### src/mem_pkg.sv
`default_nettype none

package mem_pkg;

    // widths that carry a meaning
    typedef logic [31:0] addr_t;
    typedef logic [31:0] word_t;
    typedef logic [3:0]  wmask_t;
    typedef logic [1:0]  mem_size_t;

    // access size codes
    localparam mem_size_t SIZE_BYTE = 2'd0;
    localparam mem_size_t SIZE_HALF = 2'd1;
    localparam mem_size_t SIZE_WORD = 2'd2;

    // memory geometry, base maps to word 0
    localparam int    MEM_WORDS = 1024;
    localparam int    IDX_W     = $clog2(MEM_WORDS);
    localparam addr_t MEM_BASE  = 32'h8000_0000;

    // cycles from address accept to rvalid
    localparam int SRAM_LATENCY = 4;
    localparam int LAT_CNT_W    = $clog2(SRAM_LATENCY + 1);

    // read port owner
    typedef enum logic [1:0] {
        ARB_IDLE,
        ARB_FETCH,
        ARB_LSU
    } arb_state_t;

    // load/store unit progress
    typedef enum logic [1:0] {
        LSU_IDLE,
        LSU_ADDR,
        LSU_DATA
    } lsu_state_t;

endpackage

`default_nettype wire

### src/lsu_access.sv
`timescale 1ns/1ns
`default_nettype none

module lsu_access (
    input  wire                 clk,
    input  wire                 rst,
    input  wire                 mem_req,
    input  wire                 mem_we,
    input  mem_pkg::addr_t      mem_addr,
    input  mem_pkg::mem_size_t  mem_size,
    input  wire                 mem_unsigned,
    input  mem_pkg::word_t      mem_wdata,
    output mem_pkg::word_t      load_data,
    output logic                mem_done,
    // read port
    output mem_pkg::addr_t      l_araddr,
    output logic                l_arvalid,
    input  wire                 l_arready,
    input  mem_pkg::word_t      l_rdata,
    input  wire                 l_rvalid,
    output logic                l_rready,
    // write strobe
    output logic                w_en,
    output mem_pkg::addr_t      waddr,
    output mem_pkg::word_t      wdata,
    output mem_pkg::wmask_t     wmask
);
    import mem_pkg::*;

    lsu_state_t state_q;

    // latched load request
    addr_t     addr_q;
    mem_size_t size_q;
    logic      uns_q;

    word_t shifted;

    always_ff @(posedge clk) begin
        if (rst) begin
            state_q <= LSU_IDLE;
            w_en    <= 1'b0;
        end else begin
            w_en <= 1'b0;
            case (state_q)
                LSU_IDLE: begin
                    if (mem_req && mem_we) begin
                        w_en <= 1'b1;
                    end else if (mem_req) begin
                        state_q <= LSU_ADDR;
                    end
                end
                LSU_ADDR: if (l_arready) state_q <= LSU_DATA;
                LSU_DATA: if (l_rvalid) state_q <= LSU_IDLE;
                default:  state_q <= LSU_IDLE;
            endcase
        end
    end

    // request payload captured on accept
    always_ff @(posedge clk) begin
        if (state_q == LSU_IDLE && mem_req) begin
            addr_q <= mem_addr;
            size_q <= mem_size;
            uns_q  <= mem_unsigned;
            waddr  <= mem_addr;
            // data copied into every lane and the mask picks the ones written
            case (mem_size)
                SIZE_BYTE: begin
                    wmask <= 4'b0001 << mem_addr[1:0];
                    wdata <= {4{mem_wdata[7:0]}};
                end
                SIZE_HALF: begin
                    wmask <= mem_addr[1] ? 4'b1100 : 4'b0011;
                    wdata <= {2{mem_wdata[15:0]}};
                end
                default: begin
                    wmask <= 4'b1111;
                    wdata <= mem_wdata;
                end
            endcase
        end
    end

    assign l_araddr  = {addr_q[31:2], 2'b00};
    assign l_arvalid = (state_q == LSU_ADDR);
    assign l_rready  = (state_q == LSU_DATA);

    // store done with its strobe and load done on the data handshake
    assign mem_done = w_en || (l_rvalid && l_rready);

    // selected lane down to bit 0
    assign shifted = l_rdata >> {addr_q[1:0], 3'b000};

    always_comb begin
        case (size_q)
            SIZE_BYTE: load_data = uns_q ? {24'b0, shifted[7:0]}
                                         : {{24{shifted[7]}}, shifted[7:0]};
            SIZE_HALF: load_data = uns_q ? {16'b0, shifted[15:0]}
                                         : {{16{shifted[15]}}, shifted[15:0]};
            default:   load_data = l_rdata;
        endcase
    end

endmodule

`default_nettype wire

### config.mk
export PLATFORM = sky130hd
export DESIGN_NAME = lsu_access
export DESIGN_NICKNAME = d
export VERILOG_FILES = /design/src/mem_pkg.sv /design/src/lsu_access.sv
export SDC_FILE = /design/constraint.sdc
export NUM_CORES = 1
export LEC_CHECK = 0
export ABC_AREA = 1
export BUFFER_PORTS_ARGS = -buffer_cell sky130_fd_sc_hd__buf_2
export CORE_MARGIN = 5
export CORE_UTILIZATION = 43
export DETAILED_ROUTE_END_ITERATION = 16
export PLACE_DENSITY_LB_ADDON = 0.08
export SYNTH_ARGS = -nofsm -noshare
export SYNTH_HDL_FRONTEND = slang
export SYNTH_SLANG_ARGS = --single-unit
export TNS_END_PERCENT = 1
### constraint.sdc
create_clock -name clk -period 6.4 [get_ports clk]
set_clock_uncertainty 0.15 [all_clocks]
set_input_delay 1.28 -clock clk [delete_from_list [all_inputs] [get_ports clk]]
set_output_delay 1.28 -clock clk [all_outputs]
set_load 0.03 [all_outputs]
* Yosys cells after proc, flatten, opt, wreduce, memory -nomap -nowiden
Index checks and enable logic that the tools add are counted.
** Word-level totals
- Word-level logic and storage cells :: 39
- Flip-flop bits (word level) :: 74
- Input port bits :: 105
- Output and inout port bits :: 136
** Operators by class
- Shift operators :: 2
- Reductions and logical operators :: 9
- Equal/unequal tests :: 8
- Multiplexer cells :: 12
- Bitwise gates (word level) :: 1
** Operators with widths (number)
- 32-bit one-hot mux with 2 select lines :: 2
- 32-bit two-way mux :: 2
- 32-bit by 5-bit right shift with 16-bit output :: 1
- 2-bit two-way mux :: 4
- 4-bit one-hot mux with 2 select lines :: 1
- 2-bit by 1-bit == test with 1-bit output (second input constant) :: 3
- 2-bit zero test :: 3
- 2-bit != test (second input constant) :: 3
- 2-bit one-hot mux with 3 select lines :: 1
- 4-bit two-way mux :: 1
- 4-bit AND reduction :: 1
- 1-bit by 2-bit << shifter with 4-bit output (first input constant) :: 1
- 1-bit logical AND :: 3
- 2-bit == test (second input constant) :: 1
- 2-bit by 1-bit != test with 1-bit output (second input constant) :: 1
- 2-bit OR reduction :: 1
- 1-bit logical OR :: 1
- 1-bit two-way mux :: 1
- 1-bit inverter :: 1

* Logic depth before layout (Yosys ltp)
- Depth in word-level cells :: 3
- Gate-level depth with buffers :: 8
- Gate-level depth less buffers :: 6

* Least setup slack after synthesis
OpenSTA, ideal clock, no wires.
- Path type :: in2reg
- Start point :: input mem_req
- End point :: register addr_q[0], enable pin
- Required time :: 5.747 ns
- Path buffers :: 0
- Stages :: 2
- Arrival :: 4.299 ns
- Setup time :: 0.503 ns
- Slack :: 1.448 ns
- Cell sequence :: inv_1 > nor2_1
** On the way
- Word-level cells in the longest chain between the ends :: 1
** RTL lines
- from (decl) :: RTL line lsu_access.sv:7 : input wire mem_req,
- 1-bit logical AND :: RTL line lsu_access.sv:62 : if (state_q == LSU_IDLE && mem_req) begin
- to (signal assigned) :: RTL line lsu_access.sv:63 : addr_q <= mem_addr;
- to (decl) :: RTL line lsu_access.sv:33 : addr_t addr_q;
Every way passes these cells.
A chain may end at the register's enable or synchronous reset.

* Worst setup path after layout
- Start point :: register size_q[1]
- End point :: output load_data[2]
** On the way
- Word-level cells in the longest chain between the ends :: 2
- Elaborated cells between the ends (all ways) :: 3
- Those cells by class :: eq/ne (1); mux (1); reduce/logical (1)
** RTL lines
- from (decl) :: RTL line lsu_access.sv:34 : mem_size_t size_q;
- from (signal assigned) :: RTL line lsu_access.sv:64 : size_q <= mem_size;
- 2-bit by 1-bit == test with 1-bit output / 2-bit zero test (equally long branches) :: RTL line lsu_access.sv:96 : case (size_q)
- 32-bit one-hot mux with 2 select lines (*) :: RTL line lsu_access.sv:96
- to (decl) :: RTL line lsu_access.sv:13 : output mem_pkg::word_t load_data,
Mark *: on every way between the ends. The rest lies on a longest branch, timed or not.

==> metrics.cfg <==
[outcome]
outcome = completed

[synth]
synth_seq_cells = 74
synthTopCellsByArea = edfxtp_1 (58%), nand2_1 (13%), buf_4 (7.1%)
synth_edf_count = 71
yosysWarnings = 0
yosys.cell_types.count = 25
yosysSeqAreaShare_pct = 59.3
syn_area_sq_um = 3700
synth_cells = 390
async_reset_ff_share_pct = 0
yosysTopAreaCell = edfxtp_1
synthDominantCellAreaShare_pct = 57.6
syn_avg_cell_area_sq_um = 9.48
synth_most_common_cell = nand2_1
synth_flop_cell = edfxtp_1
synth_top_cells_by_count = nand2_1 (128), edfxtp_1 (71), o21ai_0 (38)

[place]
gp_congestion = 0.906
placed_area_sq_um = 4700
numPortBuffers = 238
place_hpwl_mm = 8.52

[worst_setup_path]
start_kind = register
rr_startpoint = state_q[1]
rrSetupSlack_ns = 4.28
rr_endpoint = wmask[0]
path_cells = clkinv_1 > o21ai_1 > nand2_1 > nand2_1 > buf_2
path_common_cell = nand2_1
worst-path-buf-inv = 2
cp_max_fo = 27
ff2ff_path_depth = 4
end_kind = output pin
crit_slowest_cell = edfxtp_1
required_ns = 4.97
cpLargestDelayFamily = flip-flops
cpPeakStageDelay_ns = 0.90
critical_path_class = register to output pin
critPathArrivalTime_ns = 2.56

[power_and_ir_drop]
p_int_uw = 859
p_leak_nw = 2.47
vdd_drop_max_mv = 0.161
pwr-share-comb_pct = 27.9
p_sw_uw = 452
swShare_pct = 34.4
power_frac_clock_pct = 26.4
p_seq_share_pct = 45.7
power.density_nw_per_um2 = 268

[timing]
max-slew-margin-rel_pct = 44.2
clock.fmax_mhz = 251
finalCritPeriodShare_pct = 62.3
final-setup-viol-count = 0
rsz0062_at_grt = no
finalHoldViolCount = 0
fin_setup_tns_ns = 0
tightest_slew_ns = 0.836
min_period_ns = 3.99
slew_viol_final = 0

[grt]
antenna_found_initial = 1
grt_max_degree = 59
grt_overflow = 0
grt_pass1_wl_mm = 16.3
grt_pass1_vias = 3241
grt.total_usage_pct = 20.2

[clock_tree]
numCtsBuffers = 9
ctsResizeCount = 0
insertion_delay_ns = 0.33
clk_path_buf_depth = 2
tritoncts = yes
cts-root-buf = clkbuf_8
clock-sinks = 74
ctsHoldBuffers = 0
path_clk_slew_ns = 0.08
h-tree-depth = 3
post_cts_buffers = 0

[cells_and_area]
drive_gt1_share_pct = 43.8
nNetsFinal = 698
final_area_sq_um = 4890
diodes = 0
area_delta_synth_final_pct = 32.2
fillers = 792

[floorplan]
fp.coreArea_sq_um = 8300
start_util_pct = 44.6
num_rows = 33
fp.dieW_um = 103
ios = 241
fp.dieH_um = 103
dieArea_sq_um = 10600

[min_path]
whs_path_depth = 3
min_from = state_q[1]
whs_endpoint = state_q[0]
hp-class = register to register

[drt]
drc_errors = 0
drt_wl_total_mm = 10.8
ant_nets = 0
via_count = 3384
drtIter0Drc = 174
drt_pass1_iterations = 4
wl_per_cell_um = 15.4
via_per_inst = 4.81

[job]
drv_cap = 0

tightest hold or removal path, delay by kind of cell, from the launching register on:
kind / cells / cell delay (ns)
AOI/OAI and AO/OA: 1 / 0.08
DFF: 1 / 0.35
and+or+nand+nor: 2 / 0.16
through the flow:
stage | instances | util, % | hold slack (ns) | power [mW] | setup slack, ns
detailed placement | 687 | 56.7 | 0.464 | 0.979 | 2.69
global route | 703 | 58.9 | 0.552 | 1.38 | 2.14
global placement | 687 | 56.7 | 0.457 | 0.975 | 2.69
CTS | 703 | 58.9 | 0.484 | 1.33 | 2.40
floorplan | 391 | - | 0.399 | 0.872 | 1.45
finish | 703 | 58.9 | 0.483 | 1.31 | 2.41
power groups by stage:
| stage | combinational [mW] | sequential, mW | clock (mW) |
|---|---|---|---|
| after global routing | 0.392 | 0.605 | 0.381 |
| final | 0.366 | 0.599 | 0.346 |
| after floorplan | 0.191 | 0.680 | 0 |
| after detailed placement | 0.369 | 0.610 | 0 |
| after global placement | 0.367 | 0.608 | 0 |
| after CTS | 0.369 | 0.600 | 0.356 |
metal layers:
metal  wire length [um]  part of all wire (%)  vias to the layer above  track usage (%)
met4                198                   1.8                        2             6.37
li1                   -                     -                     1672                -
met2               5420                    50                      160             34.4
met1               3990                    37                     1532             23.9
met3               1220                    11                       18             7.31
met5                 12                  0.11                        -                0
cell type report:
| class | count | area, sq um | share of cell area (%) |
|---|---|---|---|
| inverter | 24 | 90.1 | 1.84 |
| tap | 105 | 131 | 2.69 |
| timing repair buffer | 239 | 1200 | 24.5 |
| clock buffer | 11 | 131 | 2.69 |
| clock inverter | 5 | 56.3 | 1.15 |
| multi-input combinational | 245 | 1090 | 22.3 |
| sequential | 74 | 2190 | 44.8 |
logic make-up after synthesis:
group,after synthesis,share of synthesized area (%)
buf+inv,72,11.6
flops,74,59.3
simple gates,196,22.3
compound gates,47,6.73
other cells,1,0.101
state kept, by name, indices dropped and copies added (netlist names):
name	flops
state_q	2
w_en	1
wmask	4
size_q	2
uns_q	1
addr_q	32
wdata	32
placed cells by master (no fill, tap or decap):
| master | Yosys | final |
|---|---|---|
| a21o_1 | 1 | 1 |
| a31oi_1 | 1 | 1 |
| buf_2 | 3 | 238 |
| buf_4 | 35 | 1 |
| bufinv_16 | 0 | 1 |
| clkbuf_1 | 7 | 2 |
| clkbuf_8 | 0 | 9 |
| clkinv_1 | 1 | 1 |
| clkinv_2 | 0 | 2 |
| clkinv_4 | 0 | 1 |
| clkinvlp_4 | 0 | 1 |
| conb_1 | 1 | 2 |
| dfxtp_1 | 3 | 3 |
| edfxtp_1 | 71 | 71 |
| inv_1 | 21 | 21 |
| inv_2 | 2 | 2 |
| nand2_1 | 128 | 128 |
| nand2_2 | 2 | 2 |
| nand3_1 | 37 | 37 |
| nand3_4 | 2 | 2 |
| nor2_1 | 24 | 23 |
| nor2_2 | 1 | 1 |
| nor2_4 | 1 | 2 |
| nor3_1 | 1 | 1 |
| o211ai_1 | 1 | 1 |
| o21a_1 | 1 | 1 |
| o21ai_0 | 38 | 38 |
| o21ai_1 | 1 | 1 |
| o22ai_1 | 4 | 4 |
how the worst max path moves through the flow:
stage / end / depth (start not counted) / startpoint / slack [ns]
2_1_floorplan: addr_q[0] / 2 / mem_req / 1.45
3_3_place_gp: load_data[10] / 8 / l_rdata[31] / 2.69
3_5_place_dp: load_data[10] / 8 / l_rdata[15] / 2.69
4_1_cts: load_data[2] / 5 / size_q[1] / 2.40
5_1_grt: load_data[2] / 5 / size_q[1] / 2.14
6_report: load_data[2] / 5 / size_q[1] / 2.41
Power figures use the tool's default switching activity.
