===== config.mk =====
export PLATFORM = sky130hd
export DESIGN_NAME = mem_arbiter
export DESIGN_NICKNAME = d
export VERILOG_FILES = /design/src/mem_pkg.sv /design/src/mem_arbiter.sv
export SDC_FILE = /design/constraint.sdc
export NUM_CORES = 1
export LEC_CHECK = 0
export BUFFER_PORTS_ARGS = -buffer_cell sky130_fd_sc_hd__buf_2
export CAP_MARGIN = 20
export CELL_PAD_IN_SITES_DETAIL_PLACEMENT = 1
export CELL_PAD_IN_SITES_GLOBAL_PLACEMENT = 1
export CORE_MARGIN = 1.5
export CORE_UTILIZATION = 13
export DETAILED_ROUTE_END_ITERATION = 8
export GPL_TIMING_DRIVEN = 0
export PLACE_DENSITY_LB_ADDON = 0.15
export SYNTH_ARGS = -nofsm -noshare
export SYNTH_HDL_FRONTEND = slang
export SYNTH_SLANG_ARGS = --single-unit
export TNS_END_PERCENT = 1

===== constraint.sdc =====
create_clock -name clk -period 1.25 [get_ports clk]
set_clock_uncertainty 0.1 [all_clocks]
set_input_delay 0 -clock clk [delete_from_list [all_inputs] [get_ports clk]]
set_output_delay 0 -clock clk [all_outputs]
set_load 0.005 [all_outputs]

===== src/mem_pkg.sv =====
`default_nettype none

package mem_pkg;

    // widths that carry a meaning
    typedef logic [31:0] addr_t;
    typedef logic [31:0] word_t;
    typedef logic [3:0]  wmask_t;
    typedef logic [1:0]  mem_size_t;

    // access size codes
    localparam mem_size_t SIZE_BYTE = 2'd0;
    localparam mem_size_t SIZE_HALF = 2'd1;
    localparam mem_size_t SIZE_WORD = 2'd2;

    // memory geometry, base maps to word 0
    localparam int    MEM_WORDS = 1024;
    localparam int    IDX_W     = $clog2(MEM_WORDS);
    localparam addr_t MEM_BASE  = 32'h8000_0000;

    // cycles from address accept to rvalid
    localparam int SRAM_LATENCY = 4;
    localparam int LAT_CNT_W    = $clog2(SRAM_LATENCY + 1);

    // read port owner
    typedef enum logic [1:0] {
        ARB_IDLE,
        ARB_FETCH,
        ARB_LSU
    } arb_state_t;

    // load/store unit progress
    typedef enum logic [1:0] {
        LSU_IDLE,
        LSU_ADDR,
        LSU_DATA
    } lsu_state_t;

endpackage

`default_nettype wire


===== src/mem_arbiter.sv =====
`timescale 1ns/1ns
`default_nettype none

module mem_arbiter (
    input  wire               clk,
    input  wire               rst,
    // fetch peer
    input  mem_pkg::addr_t    f_araddr,
    input  wire               f_arvalid,
    output logic              f_arready,
    output mem_pkg::word_t    f_rdata,
    output logic              f_rvalid,
    input  wire               f_rready,
    // lsu peer
    input  mem_pkg::addr_t    l_araddr,
    input  wire               l_arvalid,
    output logic              l_arready,
    output mem_pkg::word_t    l_rdata,
    output logic              l_rvalid,
    input  wire               l_rready,
    // sram read port
    output mem_pkg::addr_t    araddr,
    output logic              arvalid,
    input  wire               arready,
    input  mem_pkg::word_t    rdata,
    input  wire               rvalid,
    output logic              rready
);
    import mem_pkg::*;

    arb_state_t state_q;
    arb_state_t pick;
    arb_state_t grant;

    // last grant went to the lsu
    logic last_lsu_q;

    // choice while idle alternates on a tie
    always_comb begin
        if (f_arvalid && l_arvalid) begin
            pick = last_lsu_q ? ARB_FETCH : ARB_LSU;
        end else if (f_arvalid) begin
            pick = ARB_FETCH;
        end else if (l_arvalid) begin
            pick = ARB_LSU;
        end else begin
            pick = ARB_IDLE;
        end
    end

    // owner decided in the same cycle as the request
    assign grant = (state_q == ARB_IDLE) ? pick : state_q;

    always_ff @(posedge clk) begin
        if (rst) begin
            state_q    <= ARB_IDLE;
            last_lsu_q <= 1'b0;
        end else if (state_q == ARB_IDLE) begin
            state_q <= pick;
            if (pick != ARB_IDLE) begin
                last_lsu_q <= (pick == ARB_LSU);
            end
        end else if (rvalid && rready) begin
            // release on the data handshake
            state_q <= ARB_IDLE;
        end
    end

    // toward the sram
    assign araddr  = (grant == ARB_LSU) ? l_araddr : f_araddr;
    assign arvalid = ((grant == ARB_FETCH) && f_arvalid) || ((grant == ARB_LSU) && l_arvalid);
    assign rready  = ((grant == ARB_FETCH) && f_rready) || ((grant == ARB_LSU) && l_rready);

    // back to the owner only
    assign f_arready = (grant == ARB_FETCH) && arready;
    assign l_arready = (grant == ARB_LSU) && arready;
    assign f_rvalid  = (grant == ARB_FETCH) && rvalid;
    assign l_rvalid  = (grant == ARB_LSU) && rvalid;
    assign f_rdata   = rdata;
    assign l_rdata   = rdata;

endmodule

`default_nettype wire


After elaboration in Yosys (flattened, before gate mapping)
Cells that the tools add are included.

Register bits: 3.

Equality and inequality tests: 3. Muxes and demuxes: 8. Reduce and logical (&&, ||, !) cells: 16.

Operators by type and width (count): 32-bit two-way mux (1); 2-bit two-way mux (7); 1-bit logical AND (10); 2-bit == test (second input constant) (2); 2-bit nonzero test (2); 2-bit by 1-bit == test with 1-bit output (second input constant) (1); 2-bit zero test (1); 1-bit logical OR (2); 2-bit AND reduction (1).

Logic depth before layout (Yosys ltp)
Gate-level depths: netlist (run 1).

Depth in word-level cells: 10. Mapped depth: 4. Mapped depth without buffers: 3.

Worst setup path before layout (run 1)
OpenSTA, ideal clock, no wires.

Path kind: flip-flop to output port. Start point: reg last_lsu_q. End point: out araddr[10]. Data arrival time: 1.178 ns. Required time: 1.150 ns. Setup slack: -0.028 ns. Stages on the path, launching flop included: 5. Buffers on the path: 1. Cells stage by stage: dfxtp_1 a21boi_2 o21ai_4 buf_6 mux2_2.

Longest elaborated chain between the ends: 5.

Ends and longest elaborated chain: start, declared (RTL line mem_arbiter.sv:36) `logic last_lsu_q;`; start signal, assigned (RTL line mem_arbiter.sv:61) `last_lsu_q <= (pick == ARB_LSU);`; 2-bit two-way mux (RTL line mem_arbiter.sv:41) `pick = last_lsu_q ? ARB_FETCH : ARB_LSU;`; 2-bit two-way mux (RTL line mem_arbiter.sv:40) `if (f_arvalid && l_arvalid) begin`; 2-bit two-way mux (RTL line mem_arbiter.sv:52) `assign grant = (state_q == ARB_IDLE) ? pick : state_q;`; 2-bit == test (RTL line mem_arbiter.sv:70) `assign araddr = (grant == ARB_LSU) ? l_araddr : f_araddr;`; 32-bit two-way mux (RTL line mem_arbiter.sv:70); end, declared (RTL line mem_arbiter.sv:22) `output mem_pkg::addr_t araddr,`.

No other way between the ends.

Worst setup path after layout (run 1)
Start point: reg last_lsu_q. End point: out araddr[28].

Same word-level chain as after synthesis.

==> impl_metrics.yaml, run 1 <==
global_route:
  grt_pass1_wl_mm: 6.582
  grt_max_degree: 10
  overflow: 0
  antenna_found_initial: 0
  grt_pass1_vias: 1474
  grtUsageTotal_pct: 9.292
logic_synthesis:
  synth_fp_nets: 234
  synth-seq-cells: 3
  syn_area_per_cell_um2: 8.508
  seq_area_frac_synth_pct: 5.430
  synth_cell_type_count: 19
  yosysWarningCount: 0
  synthCells: 130
  syn_area_um2: 1106
sta:
  tightest_slew_ps: 221.3
  hold_viol: 0
  fin_ws_ps: -359.3
  whs_ps: 34.67
  slew_headroom_pct: 85.22
  rsz0062_at_grt: "yes"
  drv_slew: 0
  max_freq_mhz: 621.4
  setup_violations: 37
  fin_crit_sh_pct: 128.7
  tns_ps: -11830
  min_period_ps: 1609
drt:
  first_iter_violations: 0
  wl_mm: 4.831
  dr_total_vias: 1520
  ant_nets: 0
  drc: 0
  routedWlPerCell_um: 11.53
  dr.pass1.iters: 1
  routed_via_density: 3.628
outcome:
  status: "finished with violations"
  failed_checks: "negative setup slack"
clock_network:
  cts_tree: "built"
  clkLatencyLatePin_ps: 210
  cts-root-buf: "clkbuf_8"
  cts_buffer_depth: 2
  cts_max_level: 1
  clk_pin_slew_ps: 30
  cts_sinks: 3
  cts_made_buffers: 3
setup_path:
  crit_type: "reg2out"
  crit_slowest_cell: "dfxtp_2"
  start_kind: "flip-flop"
  path_cells: "a21boi_2 -> o21ai_4 -> buf_12 -> buf_8 -> mux2_2 -> buf_6"
  crit_buf_inv: 3
  end_kind: "output pin"
  r2r_slack_ps: 130
  cp.required_ps: 1150
  cp_max_fo: 9
  path_delay_family: "buffers and inverters"
  critPathMaxStageDelay_ps: 340
  arrival_ps: 1510
final_layout:
  final_common_cell: "buf_2"
  final_cell_mix: "buf_2 (170), buf_4 (66), mux2_2 (31), buf_6 (8), inv_1 (4)"
  diodes: 0
  stdcell_area_um2: 2273
  final_cells: 419
  area_growth_pct: 105.5
  layout.nets: 419
  drive_gt1_share_pct: 92.68
power:
  vdd_ir_drop_max_mv: 0.1454
  p_leak_nw: 1.320
  powerDensity_nw_per_um2: 620.3
floorplanning:
  row_count: 33
  fp.dieH_um: 95.24
  pin_count: 206
  start_util_pct: 13.46
  core_area_um2: 8217
  die_x_um: 95.24
  die-area_um2: 9071
placement:
  finalWeightedCongestion: 0.6362
  io_buffer_count: 173
  dp_hpwl_mm: 4.367
  dp_cells: 408
  place_area_um2: 2105
job:
  cap_violations: 0
min_path:
  min_path_type: "in2reg"
[through the flow]
stage	total power, mW	util, %	setup slack (ps)
2_1_floorplan	0.6239	-	-18.23
3_3_place_gp	1.035	25.61	-302.1
3_5_place_dp	1.038	25.61	-315.1
4_1_cts	1.439	27.56	-364.4
5_1_grt	1.536	27.67	-430.4
6_report	1.410	27.67	-359.3
[Yosys cell counts, drive strengths merged]
cell type  count  share of area, %
buf           67                46
mux2          32                33
inv            5               1.7
nor2           4               1.4
o21ai          4               2.8
dfxtp          3               5.4
nand2          3               1.0
a21oi          2              0.91
and2           2               1.1
a21boi         1               1.0
a2bb2o         1               1.8
a31oi          1              0.57
a41o           1              0.91
nand2b         1              0.57
nor2b          1              0.57
o22ai          1              0.57
or3            1              0.57
[repair_timing]
| action | in CTS | in global routing |
|---|---|---|
| cloned | 2 | 0 |
| pin swaps | 1 | 0 |
| endpoints found under the hold margin | 3 | 0 |
| setup buffers | 4 | 0 |
| setup endpoints to repair | 38 | 37 |
| gates resized for setup | 14 | 2 |
| hold buffers | 1 | 0 |
[where the power goes]
part           switching, mW  internal [mW]  total, mW
combinational          0.346          0.659       1.00
sequential            0.0166          0.109      0.126
clock                 0.0624          0.217      0.280
[cell families (layout without fill, tap and decap cells)]
group / after synthesis / count (layout) / share of synthesized area [%]
DFF: 3 / 3 / 5.430
buffers and inverters: 72 / 256 / 48.19
muxes: 32 / 32 / 32.58
AOI/OAI and AO/OA: 11 / 11 / 8.598
and+or+nand+nor: 12 / 12 / 5.204
[worst min-delay path, cell delays in order]
cell    delay [ps]
buf_2           90
a41o_1         170
nor2_1          40
[final cells by class]
class	count	area [um^2]
fill	1045	5943
timing repair buffer	180	963.4
multi-input combinational	55	533.0
buffer	67	518.0
tap	105	131.4
sequential	3	63.81
clock buffer	4	45.04
inverter	5	18.77
[registers in the layout, indices dropped and copies added, names as in the netlist]
signal / count
state_q: 2
last_lsu_q: 1
[routing by layer]
layer | track usage (%) | wire length, um | vias to the layer above
met3 | 2.552 | 638 | 5
met4 | 2.239 | 34 | 0
met1 | 7.871 | 1428 | 664
li1 | - | - | 737
met5 | 0 | 0 | -
met2 | 20.33 | 2730 | 114
[final timing paths]
| kind | start | end | cells past startpoint |
|---|---|---|---|
| min reg2reg | last_lsu_q | last_lsu_q | 2 |
| max | last_lsu_q | araddr[28] | 6 |
| max reg2reg | state_q[1] | state_q[0] | 3 |
| min | l_rready | state_q[1] | 3 |
Power figures use the tool's default switching activity.
==> inputs of run 2 (changes only) <==
Settings changed: REMOVE_ABC_BUFFERS set to 1.
==> run 2 against run 1 <==
  * The run still ends with negative setup slack left
  * First-iteration DRC count is 42 higher
  * Via count shrank 17%
  * Routed wire length rose by 32%
  * Die area stayed put
  * Utilization fell by 3.0 points
  * Final cell count down 23%
  * Setup slack got worse by 11 ps
  * Non-clock buffer count down 97
  * Critical endpoint is now araddr[21]
==> impl_metrics.yaml, run 2 (same netlist as run 1, synthesis figures left out) <==
setup_path:
  cp.required_ps: 1150
  critPathMaxStageDelay_ps: 350
  end_kind: "output pin"
  path_cells: "a21boi_4 -> o21ai_4 -> buf_12 -> buf_12 -> mux2_2 -> buf_2"
  path_delay_family: "buffers and inverters"
  start_kind: "flip-flop"
  cp_max_fo: 9
  crit_top_cell: "buf_12"
  arrival_ps: 1520
  crit_buf_inv: 3
  crit_slowest_cell: "dfxtp_4"
  crit_type: "reg2out"
drt:
  routedWlPerCell_um: 19.80
  routed_via_density: 3.916
  dr.pass1.iters: 5
  wl_mm: 6.394
  ant_nets: 0
  first_iter_violations: 42
  drc: 0
  dr_total_vias: 1265
final_layout:
  final_common_cell: "buf_2"
  stdcell_area_um2: 2024
  final_cell_mix: "buf_2 (89), dlygate4sd3_1 (33), buf_6 (21), mux2_4 (19), mux2_2 (13)"
  top_regs: "state_q (2), last_lsu_q (1)"
  final_cells: 323
  area_growth_pct: 83.03
  largest_register: "state_q"
  drive_gt1_share_pct: 74.19
  largest_reg_flops: 2
  layout.nets: 322
power:
  powerDensity_nw_per_um2: 757.8
  p_leak_nw: 1.034
  seqPwrFrac_pct: 8.3
  pwr-share-clk_pct: 18.6
  combPwrFrac_pct: 73.1
  vdd_ir_drop_max_mv: 0.2768
  switchingPower_mw: 0.5065
  p_total_mw: 1.534
  internal_power_mw: 1.028
  swShare_pct: 33.01
sta:
  drv_slew: 0
  setup_violations: 37
  slew_headroom_pct: 81.07
  tns_ps: -12060
  hold_viol: 0
  max_freq_mhz: 617.1
  fin_ws_ps: -370.5
  rsz0062_at_grt: "yes"
  tightest_slew_ps: 283.1
  min_period_ps: 1621
  fin_crit_sh_pct: 129.6
placement:
  dp_cells: 278
  dp_hpwl_mm: 4.528
  finalWeightedCongestion: 0.6495
  place_area_um2: 1296
  pre_cts_slack_ps: -627.6
  io_buffer_count: 109
clock_network:
  clk_pin_slew_ps: 30
  cts_tree: "built"
  cts_made_buffers: 3
  cts_sinks: 3
  cts-root-buf: "clkbuf_8"
  clkLatencyLatePin_ps: 220
  cts_buffer_depth: 2
  cts_max_level: 1
global_route:
  overflow: 0
  grt_max_degree: 19
  antenna_found_initial: 2
  grtUsageTotal_pct: 11.48
  grt_pass1_vias: 1176
  grt_pass1_wl_mm: 7.507
floorplanning:
  start_util_pct: 13.46
  fp.dieH_um: 95.24
  row_count: 33
  core_area_um2: 8217
  pin_count: 206
  die_x_um: 95.24
  die-area_um2: 9071
min_path:
  min_path_type: "in2reg"
outcome:
  failed_checks: "negative setup slack"
  status: "finished with violations"
job:
  cap_violations: 0
## run 2: cell count changes in the layout (fill, tap and decap cells not counted), sizes merged
cell and delta:
dlygate4sd3 +32, diode +1, buf -132, clkbuf +3
## run 2: what timing repair did
item | in CTS | in global routing
endpoints found under the setup margin | 37 | 37
pin swaps | 1 | 1
hold buffers | 33 | 0
setup buffers | 1 | 2
cloned | 0 | 4
gates resized for setup | 5 | 46
endpoints found under the hold margin | 67 | 0
## run 2: tightest hold or removal path, delay by kind of cell
kind / cells / cell delay (ps)
and+or+nand+nor: 1 / 40
buffers and inverters: 1 / 90
AOI/OAI and AO/OA: 1 / 170
## run 2: per-stage QoR
stage / hold WS [ps] / util (%)
floorplan: -100.0 / -
global placement: -99.88 / 15.44
detailed placement: -99.88 / 15.78
CTS: 15.45 / 20.74
global route: 38.99 / 24.64
finish: 14.21 / 24.64
## run 2: cell type report
class / instances / area, um^2
antenna: 1 / 2.502
clock buffer: 4 / 45.04
fill: 985 / 6192
inverter: 5 / 18.77
multi-input combinational: 55 / 605.6
sequential: 3 / 66.31
tap: 105 / 131.4
timing repair buffer: 150 / 1155
## run 2: final timing paths
path,startpoint,to,slack [ps],cells after the start
worst max-delay path,last_lsu_q,araddr[21],-370,6
worst min-delay path,l_rready,state_q[1],10,3
worst max register to register,state_q[1],state_q[0],50,3
worst min register to register,state_q[0],state_q[0],420,2
## run 2: power by group through the flow
| stage | clock, mW | combinational, mW | sequential [mW] |
|---|---|---|---|
| floorplan | 0 | 0.306 | 0.120 |
| global placement | 0 | 0.605 | 0.125 |
| detailed placement | 0 | 0.629 | 0.124 |
| CTS | 0.292 | 0.814 | 0.125 |
| global route | 0.307 | 1.20 | 0.129 |
| finish | 0.286 | 1.12 | 0.127 |
## run 2: metal layers
layer	part of all wire, %	track usage (%)
met5	0.50	2.976
met4	0.047	0.7463
met1	48	16.49
met3	12	7.895
met2	39	13.83
