[src/mem_pkg.sv]
`default_nettype none

package mem_pkg;

    // widths that carry a meaning
    typedef logic [31:0] addr_t;
    typedef logic [31:0] word_t;
    typedef logic [3:0]  wmask_t;
    typedef logic [1:0]  mem_size_t;

    // access size codes
    localparam mem_size_t SIZE_BYTE = 2'd0;
    localparam mem_size_t SIZE_HALF = 2'd1;
    localparam mem_size_t SIZE_WORD = 2'd2;

    // memory geometry, base maps to word 0
    localparam int    MEM_WORDS = 1024;
    localparam int    IDX_W     = $clog2(MEM_WORDS);
    localparam addr_t MEM_BASE  = 32'h8000_0000;

    // cycles from address accept to rvalid
    localparam int SRAM_LATENCY = 4;
    localparam int LAT_CNT_W    = $clog2(SRAM_LATENCY + 1);

    // read port owner
    typedef enum logic [1:0] {
        ARB_IDLE,
        ARB_FETCH,
        ARB_LSU
    } arb_state_t;

    // load/store unit progress
    typedef enum logic [1:0] {
        LSU_IDLE,
        LSU_ADDR,
        LSU_DATA
    } lsu_state_t;

endpackage

`default_nettype wire

[src/ifu_fetch.sv]
`timescale 1ns/1ns
`default_nettype none

module ifu_fetch (
    input  wire               clk,
    input  wire               rst,
    input  wire               fetch_start,
    input  mem_pkg::addr_t    start_pc,
    input  wire               fetch_next,
    output mem_pkg::word_t    inst,
    output logic              inst_valid,
    output mem_pkg::addr_t    pc,
    // read port
    output mem_pkg::addr_t    f_araddr,
    output logic              f_arvalid,
    input  wire               f_arready,
    input  mem_pkg::word_t    f_rdata,
    input  wire               f_rvalid,
    output logic              f_rready
);
    import mem_pkg::*;

    addr_t pc_q;
    logic  busy_q;
    logic  arvalid_q;

    always_ff @(posedge clk) begin
        if (rst) begin
            pc_q      <= MEM_BASE;
            busy_q    <= 1'b0;
            arvalid_q <= 1'b0;
        end else if (!busy_q) begin
            // new pulses only while idle, start wins
            if (fetch_start) begin
                pc_q      <= start_pc;
                busy_q    <= 1'b1;
                arvalid_q <= 1'b1;
            end else if (fetch_next) begin
                pc_q      <= pc_q + 32'd4;
                busy_q    <= 1'b1;
                arvalid_q <= 1'b1;
            end
        end else begin
            if (f_arvalid && f_arready) begin
                arvalid_q <= 1'b0;
            end
            if (f_rvalid && f_rready) begin
                busy_q <= 1'b0;
            end
        end
    end

    // address held stable until accepted
    assign f_araddr  = pc_q;
    assign f_arvalid = arvalid_q;
    assign f_rready  = busy_q;

    // instruction reported with its own address
    assign inst       = f_rdata;
    assign pc         = pc_q;
    assign inst_valid = f_rvalid && f_rready;

endmodule

`default_nettype wire

[config.mk]
export PLATFORM = sky130hd
export DESIGN_NAME = ifu_fetch
export DESIGN_NICKNAME = d
export VERILOG_FILES = /design/src/mem_pkg.sv /design/src/ifu_fetch.sv
export SDC_FILE = /design/constraint.sdc
export NUM_CORES = 1
export LEC_CHECK = 0
export BUFFER_PORTS_ARGS = -buffer_cell sky130_fd_sc_hd__buf_2
export CORE_ASPECT_RATIO = 1.2
export CORE_MARGIN = 10
export CORE_UTILIZATION = 46
export CTS_CLUSTER_DIAMETER = 60
export CTS_CLUSTER_SIZE = 25
export DETAILED_ROUTE_END_ITERATION = 16
export HOLD_SLACK_MARGIN = 0.1
export PLACE_DENSITY = 0.89
export SLEW_MARGIN = 20
export SYNTH_ARGS = -nofsm -noshare
export SYNTH_HDL_FRONTEND = slang
export SYNTH_SLANG_ARGS = --single-unit
export TNS_END_PERCENT = 50
[constraint.sdc]
create_clock -name clk -period 5.33 [get_ports clk]
set_input_delay 0.533 -clock clk [delete_from_list [all_inputs] [get_ports clk]]
set_output_delay 0.533 -clock clk [all_outputs]
set_load 0.02 [all_outputs]
## After elaboration in Yosys (flattened, before gate mapping)

Index checks and enable logic that the tools add are counted.

- Input port bits: 70
- Bits in registers: 34
- Logic and storage cells: 22
- Output and inout port bits: 99

- Bitwise operators: 1
- Muxes and demuxes: 10
- $add $sub $neg: 1
- Equality and inequality tests: 1
- Reductions and logical operators: 6

Operators by type and width:

| cell | count |
|---|---|
| $mux W32 | 2 |
| $add A32 B3 Y32 const B | 1 |
| $mux W1 | 8 |
| $reduce_and A2 Y1 | 2 |
| $reduce_bool A3 Y1 | 1 |
| $logic_and A1 B1 Y1 | 2 |
| $ne A2 B1 Y1 const B | 1 |
| $reduce_bool A2 Y1 | 1 |
| $not A1 Y1 | 1 |

## Longest topological paths before layout

Gate-level depths: netlist (run 1).

- Word-level depth: 3
- Depth in mapped cells: 7
- Gate-level depth less buffers: 6

## Worst setup path after synthesis (run 1)

OpenSTA, ideal clock, no wires.

- Path type: register -> register
- From: reg pc_q[2], in the netlist f_araddr[2]
- To: reg pc_q[28], in the netlist f_araddr[28]
- Slack: 3.057 ns
- Clock period less this slack: 2.273 ns
- Library setup time: 0.122 ns
- Data required time: 5.208 ns
- Arrival: 2.151 ns
- Buffers on the path: 1
- Cell stages (with the launch flop): 8
- Cell sequence: dfxtp_1 ha_1 nand3_1 or4_4 buf_6 nor4_4 a21oi_1 a311o_1

- Longest elaborated chain between the ends: 3

RTL lines:

| element | RTL line | text |
|---|---|---|
| start, declared | ifu_fetch.sv:23 | `addr_t pc_q;` |
| start signal, assigned | ifu_fetch.sv:35 | `pc_q <= start_pc;` |
| start signal, assigned | ifu_fetch.sv:39 | `pc_q <= pc_q + 32'd4;` |
| $add A32 B3 Y32 | ifu_fetch.sv:39 |  |
| $mux W32 | ifu_fetch.sv:38 | `end else if (fetch_next) begin` |
| $mux W32 | ifu_fetch.sv:34 | `if (fetch_start) begin` |

Every way passes these cells. The select of a mux whose other input is x is not followed.
A chain may end at the register's enable or synchronous reset.

## Worst setup path after layout (run 1)

- From: in fetch_start
- To: reg pc_q[26], in the netlist f_araddr[26]

- Longest elaborated chain between the ends: 2
- Elaborated cells between the ends (all ways): 3
- Classes of those cells: 1 x mux; 2 x reduce/logical

RTL lines:

| element | RTL line | text |
|---|---|---|
| start, declared | ifu_fetch.sv:7 | `input wire fetch_start,` |
| $reduce_bool A2 Y1 (no source line) | -- |  |
| $reduce_and A2 Y1 (no source line) | -- |  |

Several ways; a longest one is shown, not always the timed one.

==> summary.md, run 1 <==
| Metric | Value |
|---|---|
| Non-filler cells, final | `approximately 440` |
| Outcome | `complete, no violations` |
| Area of the multi-input gates | `about 0.0013 mm2` |
| Clock buffer count from CTS | `5` |
| First-pass DRT Iterations | `4` |
| Htree depth | `2` |
| WL/cell | `between 15 and 20 um` |
| Global Route Usage Sum | `0.163` |
| Max cap viols | `0` |
| Reg clk slew, reported paths | `approximately 0.070 ns` |
| CP endpoint kind | `flop` |
| Met2 Use GR | `0.276` |
| Hold_buf cts | `0` |
| Worst hold path type | `flop to flop` |
| Die area | `between 0.009 and 0.01 mm2` |
| FP Rows | `30` |
| Die W | `88.7 um` |
| DR iter-0 viols | `between 200 and 300` |
| Largest fanout on the critical path | `between 50 and 60` |
| Synthesized Nets | `about 420` |
| GRT overflow | `0` |
| Final Max Tran Viols | `0` |
| Peak supply drop | `between 100 and 150 uV` |
| Setup CP Type | `primary input to flop` |
| Placer Congestion | `between 0.8 and 0.9` |
| Nets@finish | `roughly 450` |
| Die outline height | `roughly 100 um` |
| Fmax | `between 300 and 400 MHz` |
| Vias per cell | `6.09` |
| Routed Antenna Nets | `0` |
| PD cells | `between 200 and 250 mW/mm2` |
| Cells after Synth | `between 300 and 400` |
| Avg Inst Size Synth | `approximately 7.4 um2` |
| IO Count | `about 170` |
| Clk_skew | `about 0.0013 ns` |
| CTS Root Cell | `clkbuf_8` |
| FF+latch count, synth | `34` |
| Post-DP HPWL | `between 5000 and 6000 um` |
| Largest net degree at the start of global routing | `just under 60` |
| Clock latency on the worst-skew pair | `approximately 0.29 ns` |
| Post-CTS sizing | `0` |
| Relative slew slack | `0.376` |
| FF+latch area | `681 um2` |
| # clock sinks | `34` |
| Fin crit share | `0.556` |
| Netlist Area Pre-Place | `about 0.0026 mm2` |
| Area growth syn-to-layout | `4.32%` |
| Req. time, crit path | `between 5 and 6 ns` |
| Synth warnings | `0` |
| Unique masters post-synth | `between 40 and 50` |
| Grt met3 use | `0.0593` |
| Post-CTS setup buffer count | `0` |
| Port Buf Inserts | `104` |
| Final setup viols | `0` |
| Ant diodes | `0` |
| Placed cell count | `434` |
| Core region area | `roughly 0.0056 mm2` |
| Vias in the first global route | `2,463` |
| Leak | `between 1 and 1.5 nW` |
| RSZ-0062 raised after global routing | `no` |
| Initial core utilization | `0.466` |
| Startpoint types | `primary input` |
| Vias | `~2,700` |
| Slowest cell on crit path | `buf_2` |
| Initial antenna violation count | `0` |
| Crit path time final | `approximately 3.0 ns` |
| Final hold vios | `0` |
| Critical path data arrival time | `~3.2 ns` |
| DRT Wirelength | `7820 um` |
| Grt peak-use layer | `met2` |
| Critical path cell sequence | `buf_2 -> o21ba_2 -> nand2_1 -> or3_1 -> o32a_1 -> a21oi_1` |
| Number of remaining DRC errors | `0` |
| Grt met1 use | `0.186` |
| Setup tns final | `0 ns` |
| Layout cell share with drive strength beyond 1 | `0.308` |
| Tightest Pin Transition | `0.928 ns` |
| Worst path max stage delay | `roughly 0.69 ns` |
| CTS tree | `built` |
| Filler cells | `569` |
| Seq/Total Area, Yosys | `0.261` |
| CTS Buffer Depth | `2` |
| First-pass GRT wire length | `about 12,000 um` |
-- cell type report --
cell class | instances | share of cell area
flip-flops and latches | 34 | 0.250
repair buffers | 105 | 0.194
well taps | 64 | 0.0294
clock buffers | 7 | 0.0280
multi-input cells | 227 | 0.493
inverters | 4 | 0.00552
-- per-stage QoR --
stage | worst slack [ns] | total power, W | hold slack [ns] | area, um2 | utilization
2_1_floorplan | 3.06 | 0.000482 | 0.547 | 2610 | -
3_3_place_gp | 2.20 | 0.000492 | 0.452 | 2650 | 0.473
3_5_place_dp | 2.14 | 0.000496 | 0.458 | 2650 | 0.473
4_1_cts | 2.45 | 0.000677 | 0.468 | 2720 | 0.487
5_1_grt | 2.16 | 0.000709 | 0.504 | 2720 | 0.487
6_report | 2.37 | 0.000672 | 0.464 | 2720 | 0.487
-- sequential cells by signal, summed over array words and instances, names as in the netlist --
register   flops
f_arvalid      1
f_rready       1
f_araddr      32
-- cells by family after synthesis --
family | share of synthesized area
flip-flops | 0.261
AO/OA/AOI/OAI | 0.224
adder cells (fa/ha/maj) | 0.00480
AND/OR/NAND/NOR | 0.263
buffers and inverters | 0.225
multiplexers | 0.0230
-- worst max-delay path, delay by kind of cell --
kind	cells	cell delay, ns
buf+inv	1	0.69
simple gates	2	0.83
compound gates	3	1.11
-- synth_stat cells (all sizes together) --
cell,n,area (um2)
a2111oi,1,8.76
a211oi,4,30.0
a21oi,27,135
a222oi,2,20.0
a22o,1,8.76
a22oi,6,45.0
a2bb2oi,2,17.5
a311o,1,10.0
a311oi,3,26.3
a31oi,7,43.8
a32o,1,10.0
a32oi,1,8.76
a41oi,2,17.5
and2,1,6.26
and3,6,37.5
and4,1,8.76
buf,67,499
clkbuf,19,72.6
dfxtp,34,681
ha,1,12.5
inv,4,15.0
mux2i,6,60.1
nand2,33,126
nand2b,4,25.0
nand3,21,110
nand4,9,56.3
nor2,24,90.1
nor2b,6,37.5
nor3,11,55.1
nor4,9,71.3
o211ai,2,15.0
o21ai,12,60.1
o21ba,1,10.0
o21bai,2,15.0
o311ai,4,35.0
o31ai,4,30.0
o32a,1,10.0
o32ai,1,8.76
o41ai,2,17.5
or3,3,18.8
or4,5,42.5
-- worst paths after layout --
| path | to | cells past startpoint | slack [ns] | startpoint |
|---|---|---|---|---|
| worst max-delay path | f_araddr[26] | 6 | 2.37 | fetch_start |
| worst min-delay path | f_araddr[1] | 2 | 0.46 | f_araddr[1] |
| worst max register to register | f_araddr[26] | 5 | 2.91 | f_rready |
| worst min register to register | f_araddr[1] | 2 | 0.46 | f_araddr[1] |
-- power breakdown --
part | switching (W) | leakage (nW) | internal (W)
Clock | 0.0000924 | 0.0383 | 0.0000899
Combinational | 0.000117 | 0.864 | 0.0000656
Sequential | 0.0000334 | 0.280 | 0.000273
Total | 0.000243 | 1.18 | 0.000429
-- layer usage --
metal / vias to the layer above / share of wire
met5: - / 0
met4: 0 / 0.016
met3: 18 / 0.12
met2: 148 / 0.49
met1: 1247 / 0.37
li1: 1274 / -
-- layout by cell type (no fill, tap or decap), types with 3 or more instances in the layout --
| master | count |
|---|---|
| buf_2 | 104 |
| dfxtp_1 | 34 |
| nand2_1 | 32 |
| a21oi_1 | 27 |
| nor2_1 | 24 |
| nand3_1 | 20 |
| o21ai_0 | 12 |
| nor3_1 | 11 |
| nand4_1 | 9 |
| nor4_1 | 8 |
| a31oi_1 | 7 |
| and3_1 | 6 |
| nor2b_1 | 6 |
| a22oi_1 | 6 |
| mux2i_1 | 6 |
| clkbuf_8 | 5 |
| inv_1 | 4 |
| nand2b_1 | 4 |
| o311ai_0 | 4 |
| o31ai_1 | 4 |
| a211oi_1 | 4 |
| or4_1 | 3 |
| a311oi_1 | 3 |
| or3_1 | 3 |
Note: power is estimated with default switching activity, not from simulation.
==> run 2: changes to the inputs <==
- CORE_UTILIZATION: 46 -> 43
- PLACE_DENSITY: 0.89 -> 0.84
- clock period: 5.33 -> 3 ns (I/O delays scaled with it)
==> run 2 against run 1 <==
First-iteration DRC count fell by 22%. Die area increased by 5.5%. Cell area up 3.6%. Critical path type is now flop to flop. Largest power group unchanged.
==> summary.md, run 2 (synthesis results as in run 1) <==
| Metric | Value |
|---|---|
| Max cap viols | `0 (unchanged)` |
| Ant diodes | `0 (unchanged)` |
| FP Rows | `31 (was 30)` |
| Vias in the first global route | `2,700 (was 2,463)` |
| Vias | `2,727 (was 2,687)` |
| Peak supply drop | `353 uV (was 130 uV)` |
| Initial antenna violation count | `0 (unchanged)` |
| DRT Wirelength | `8280 um (was 7820 um)` |
| GRT overflow | `0 (unchanged)` |
| R2R cell count | `6 (was 5)` |
| WL/cell | `17.8 um (was 17.7 um)` |
| Final setup viols | `0 (unchanged)` |
| Reg2reg end | `f_araddr[28] (was f_araddr[26])` |
| Worst hold stages | `3 (was 2)` |
| Vias per cell | `5.85 (was 6.09)` |
| Initial core utilization | `0.437 (was 0.466)` |
| Largest register FFs | `32 (unchanged)` |
| R2R setup slack | `0.74 ns (was 2.91 ns)` |
| Die W | `91.1 um (was 88.7 um)` |
| First-pass DRT Iterations | `4 (unchanged)` |
| Relative slew slack | `0.454 (was 0.376)` |
| PD cells | `464 mW/mm2 (was 247 mW/mm2)` |
| Clk_skew | `0.00649 ns (was 0.00133 ns)` |
| First-pass GRT wire length | `13,200 um (was 12,000 um)` |
| Grt met1 use | `0.177 (was 0.186)` |
| Global Route Usage Sum | `0.163 (about the same)` |
| CTS Buffer Depth | `2 (unchanged)` |
| Die area | `0.00960 mm2 (was 0.00910 mm2)` |
| Startpoint types | `flop (was primary input)` |
| Largest fanout on the critical path | `9 (was 57)` |
| Reg clk slew, reported paths | `0.07 ns (about the same)` |
| Routed Antenna Nets | `0 (unchanged)` |
| Fin crit share | `0.752` |
| Post-CTS setup buffer count | `0 (unchanged)` |
| Nets@finish | `454 (was 448)` |
| IO Count | `169 (unchanged)` |
| Post-DP HPWL | `6200 um (was 5750 um)` |
| Worst hold path type | `primary input to flop (was flop to flop)` |
| Met2 Use GR | `0.284 (was 0.276)` |
| Core region area | `0.00597 mm2 (was 0.00559 mm2)` |
| Final hold vios | `0 (unchanged)` |
| Die outline height | `105 um (was 102 um)` |
| Number of remaining DRC errors | `0 (unchanged)` |
| Outcome | `complete, no violations (unchanged)` |
| Largest net degree at the start of global routing | `38 (was 58)` |
| Tightest Pin Transition | `0.812 ns (was 0.928 ns)` |
| Area growth syn-to-layout | `8.06% (was 4.32%)` |
| Clock latency on the worst-skew pair | `0.29 ns (about the same)` |
| Most frequent cells in the layout | `104 x buf_2, 34 x dfxtp_1, 32 x nand2_1, 27 x a21oi_1, 24 x nor2_1 (unchanged)` |
| Hold_buf cts | `0 (unchanged)` |
| Setup CP Type | `flop to flop (was primary input to flop)` |
| Post-CTS sizing | `0 (unchanged)` |
| DR iter-0 viols | `216 (was 278)` |
| Grt peak-use layer | `met2 (unchanged)` |
| Req. time, crit path | `3.19 ns (was 5.55 ns)` |
| Final Max Tran Viols | `0 (unchanged)` |
| Layout cell share with drive strength beyond 1 | `0.320 (was 0.308)` |
| CTS tree | `built (unchanged)` |
| Most common cell after layout, fill and taps aside | `buf_2 (unchanged)` |
| Grt met3 use | `0.0617 (was 0.0593)` |
| Crit path time final | `2.26 ns` |
| Clock buffer count from CTS | `5 (unchanged)` |
| Hold EP | `f_araddr[0] (was f_araddr[1])` |
| Total power | `0.00131 W (was 0.000672 W)` |
| Placer Congestion | `0.827 (was 0.866)` |
| RSZ-0062 raised after global routing | `no (unchanged)` |
| Setup tns final | `0 ns (unchanged)` |
| Port Buf Inserts | `104 (unchanged)` |
| Critical path data arrival time | `2.44 ns (was 3.18 ns)` |
| Leak | `1.23 nW (was 1.18 nW)` |
| CP endpoint kind | `flop (unchanged)` |
| Fmax | `between 400 and 500 MHz` |
| Htree depth | `2 (unchanged)` |
| CTS Root Cell | `clkbuf_8 (unchanged)` |
| # clock sinks | `34 (unchanged)` |
| Hold_sp | `start_pc[0] (was f_araddr[1])` |
| R2r startpoint | `f_araddr[2] (was f_rready)` |
[run 2: cell count changes in the layout (fill, tap and decap cells not counted), sizes merged]
cell    change
bufinv      +1
buf         +6
[run 2: final cells by class]
| cell class | instances | area, um2 |
|---|---|---|
| fill | 619 | 3150 |
| clock buffer | 7 | 76.3 |
| sequential | 34 | 681 |
| timing repair buffer | 111 | 573 |
| tap | 82 | 103 |
| inverter | 4 | 15.0 |
| clock inverter | 1 | 30.0 |
| multi-input combinational | 227 | 1340 |
[run 2: power by group]
part,total [W],switching [W],internal (W)
Combinational,0.000336,0.000214,0.000122
Sequential,0.000545,0.0000592,0.000486
Clock,0.000426,0.000177,0.000249
[run 2: critical path, stage by stage, from the launching register on]
cell     delay, ns
dfxtp_1       0.45
ha_1          0.24
nand3_1       0.13
or4_4         0.52
nor4_4        0.38
a21oi_1       0.11
a311o_1       0.32
[run 2: metrics by stage]
step / hold WS [ns] / instances / worst slack, ns / utilization / instance area [um2]
after floorplan: 0.436 / 351 / 0.727 / - / 2610
after global placement: 0.451 / 458 / 0.845 / 0.454 / 2710
after detailed placement: 0.466 / 458 / 0.779 / 0.454 / 2710
after CTS: 0.231 / 466 / 0.764 / 0.472 / 2820
after global routing: 0.269 / 466 / 0.605 / 0.472 / 2820
final: 0.237 / 466 / 0.744 / 0.472 / 2820
[run 2: worst max-delay path by stage]
stage	to	cells after the start	slack, ns	start
floorplan	f_araddr[28]	7	0.73	f_araddr[2]
global placement	f_araddr[28]	6	0.84	f_araddr[2]
detailed placement	f_araddr[28]	6	0.78	f_araddr[2]
CTS	f_araddr[28]	6	0.76	f_araddr[2]
global route	f_araddr[20]	6	0.61	f_araddr[2]
finish	f_araddr[28]	6	0.74	f_araddr[2]
[run 2: layer usage]
layer | vias up | wire [um]
li1 | 1288 | -
met1 | 1277 | 3090
met2 | 142 | 4210
met3 | 20 | 811
met4 | 0 | 166
met5 | - | 0
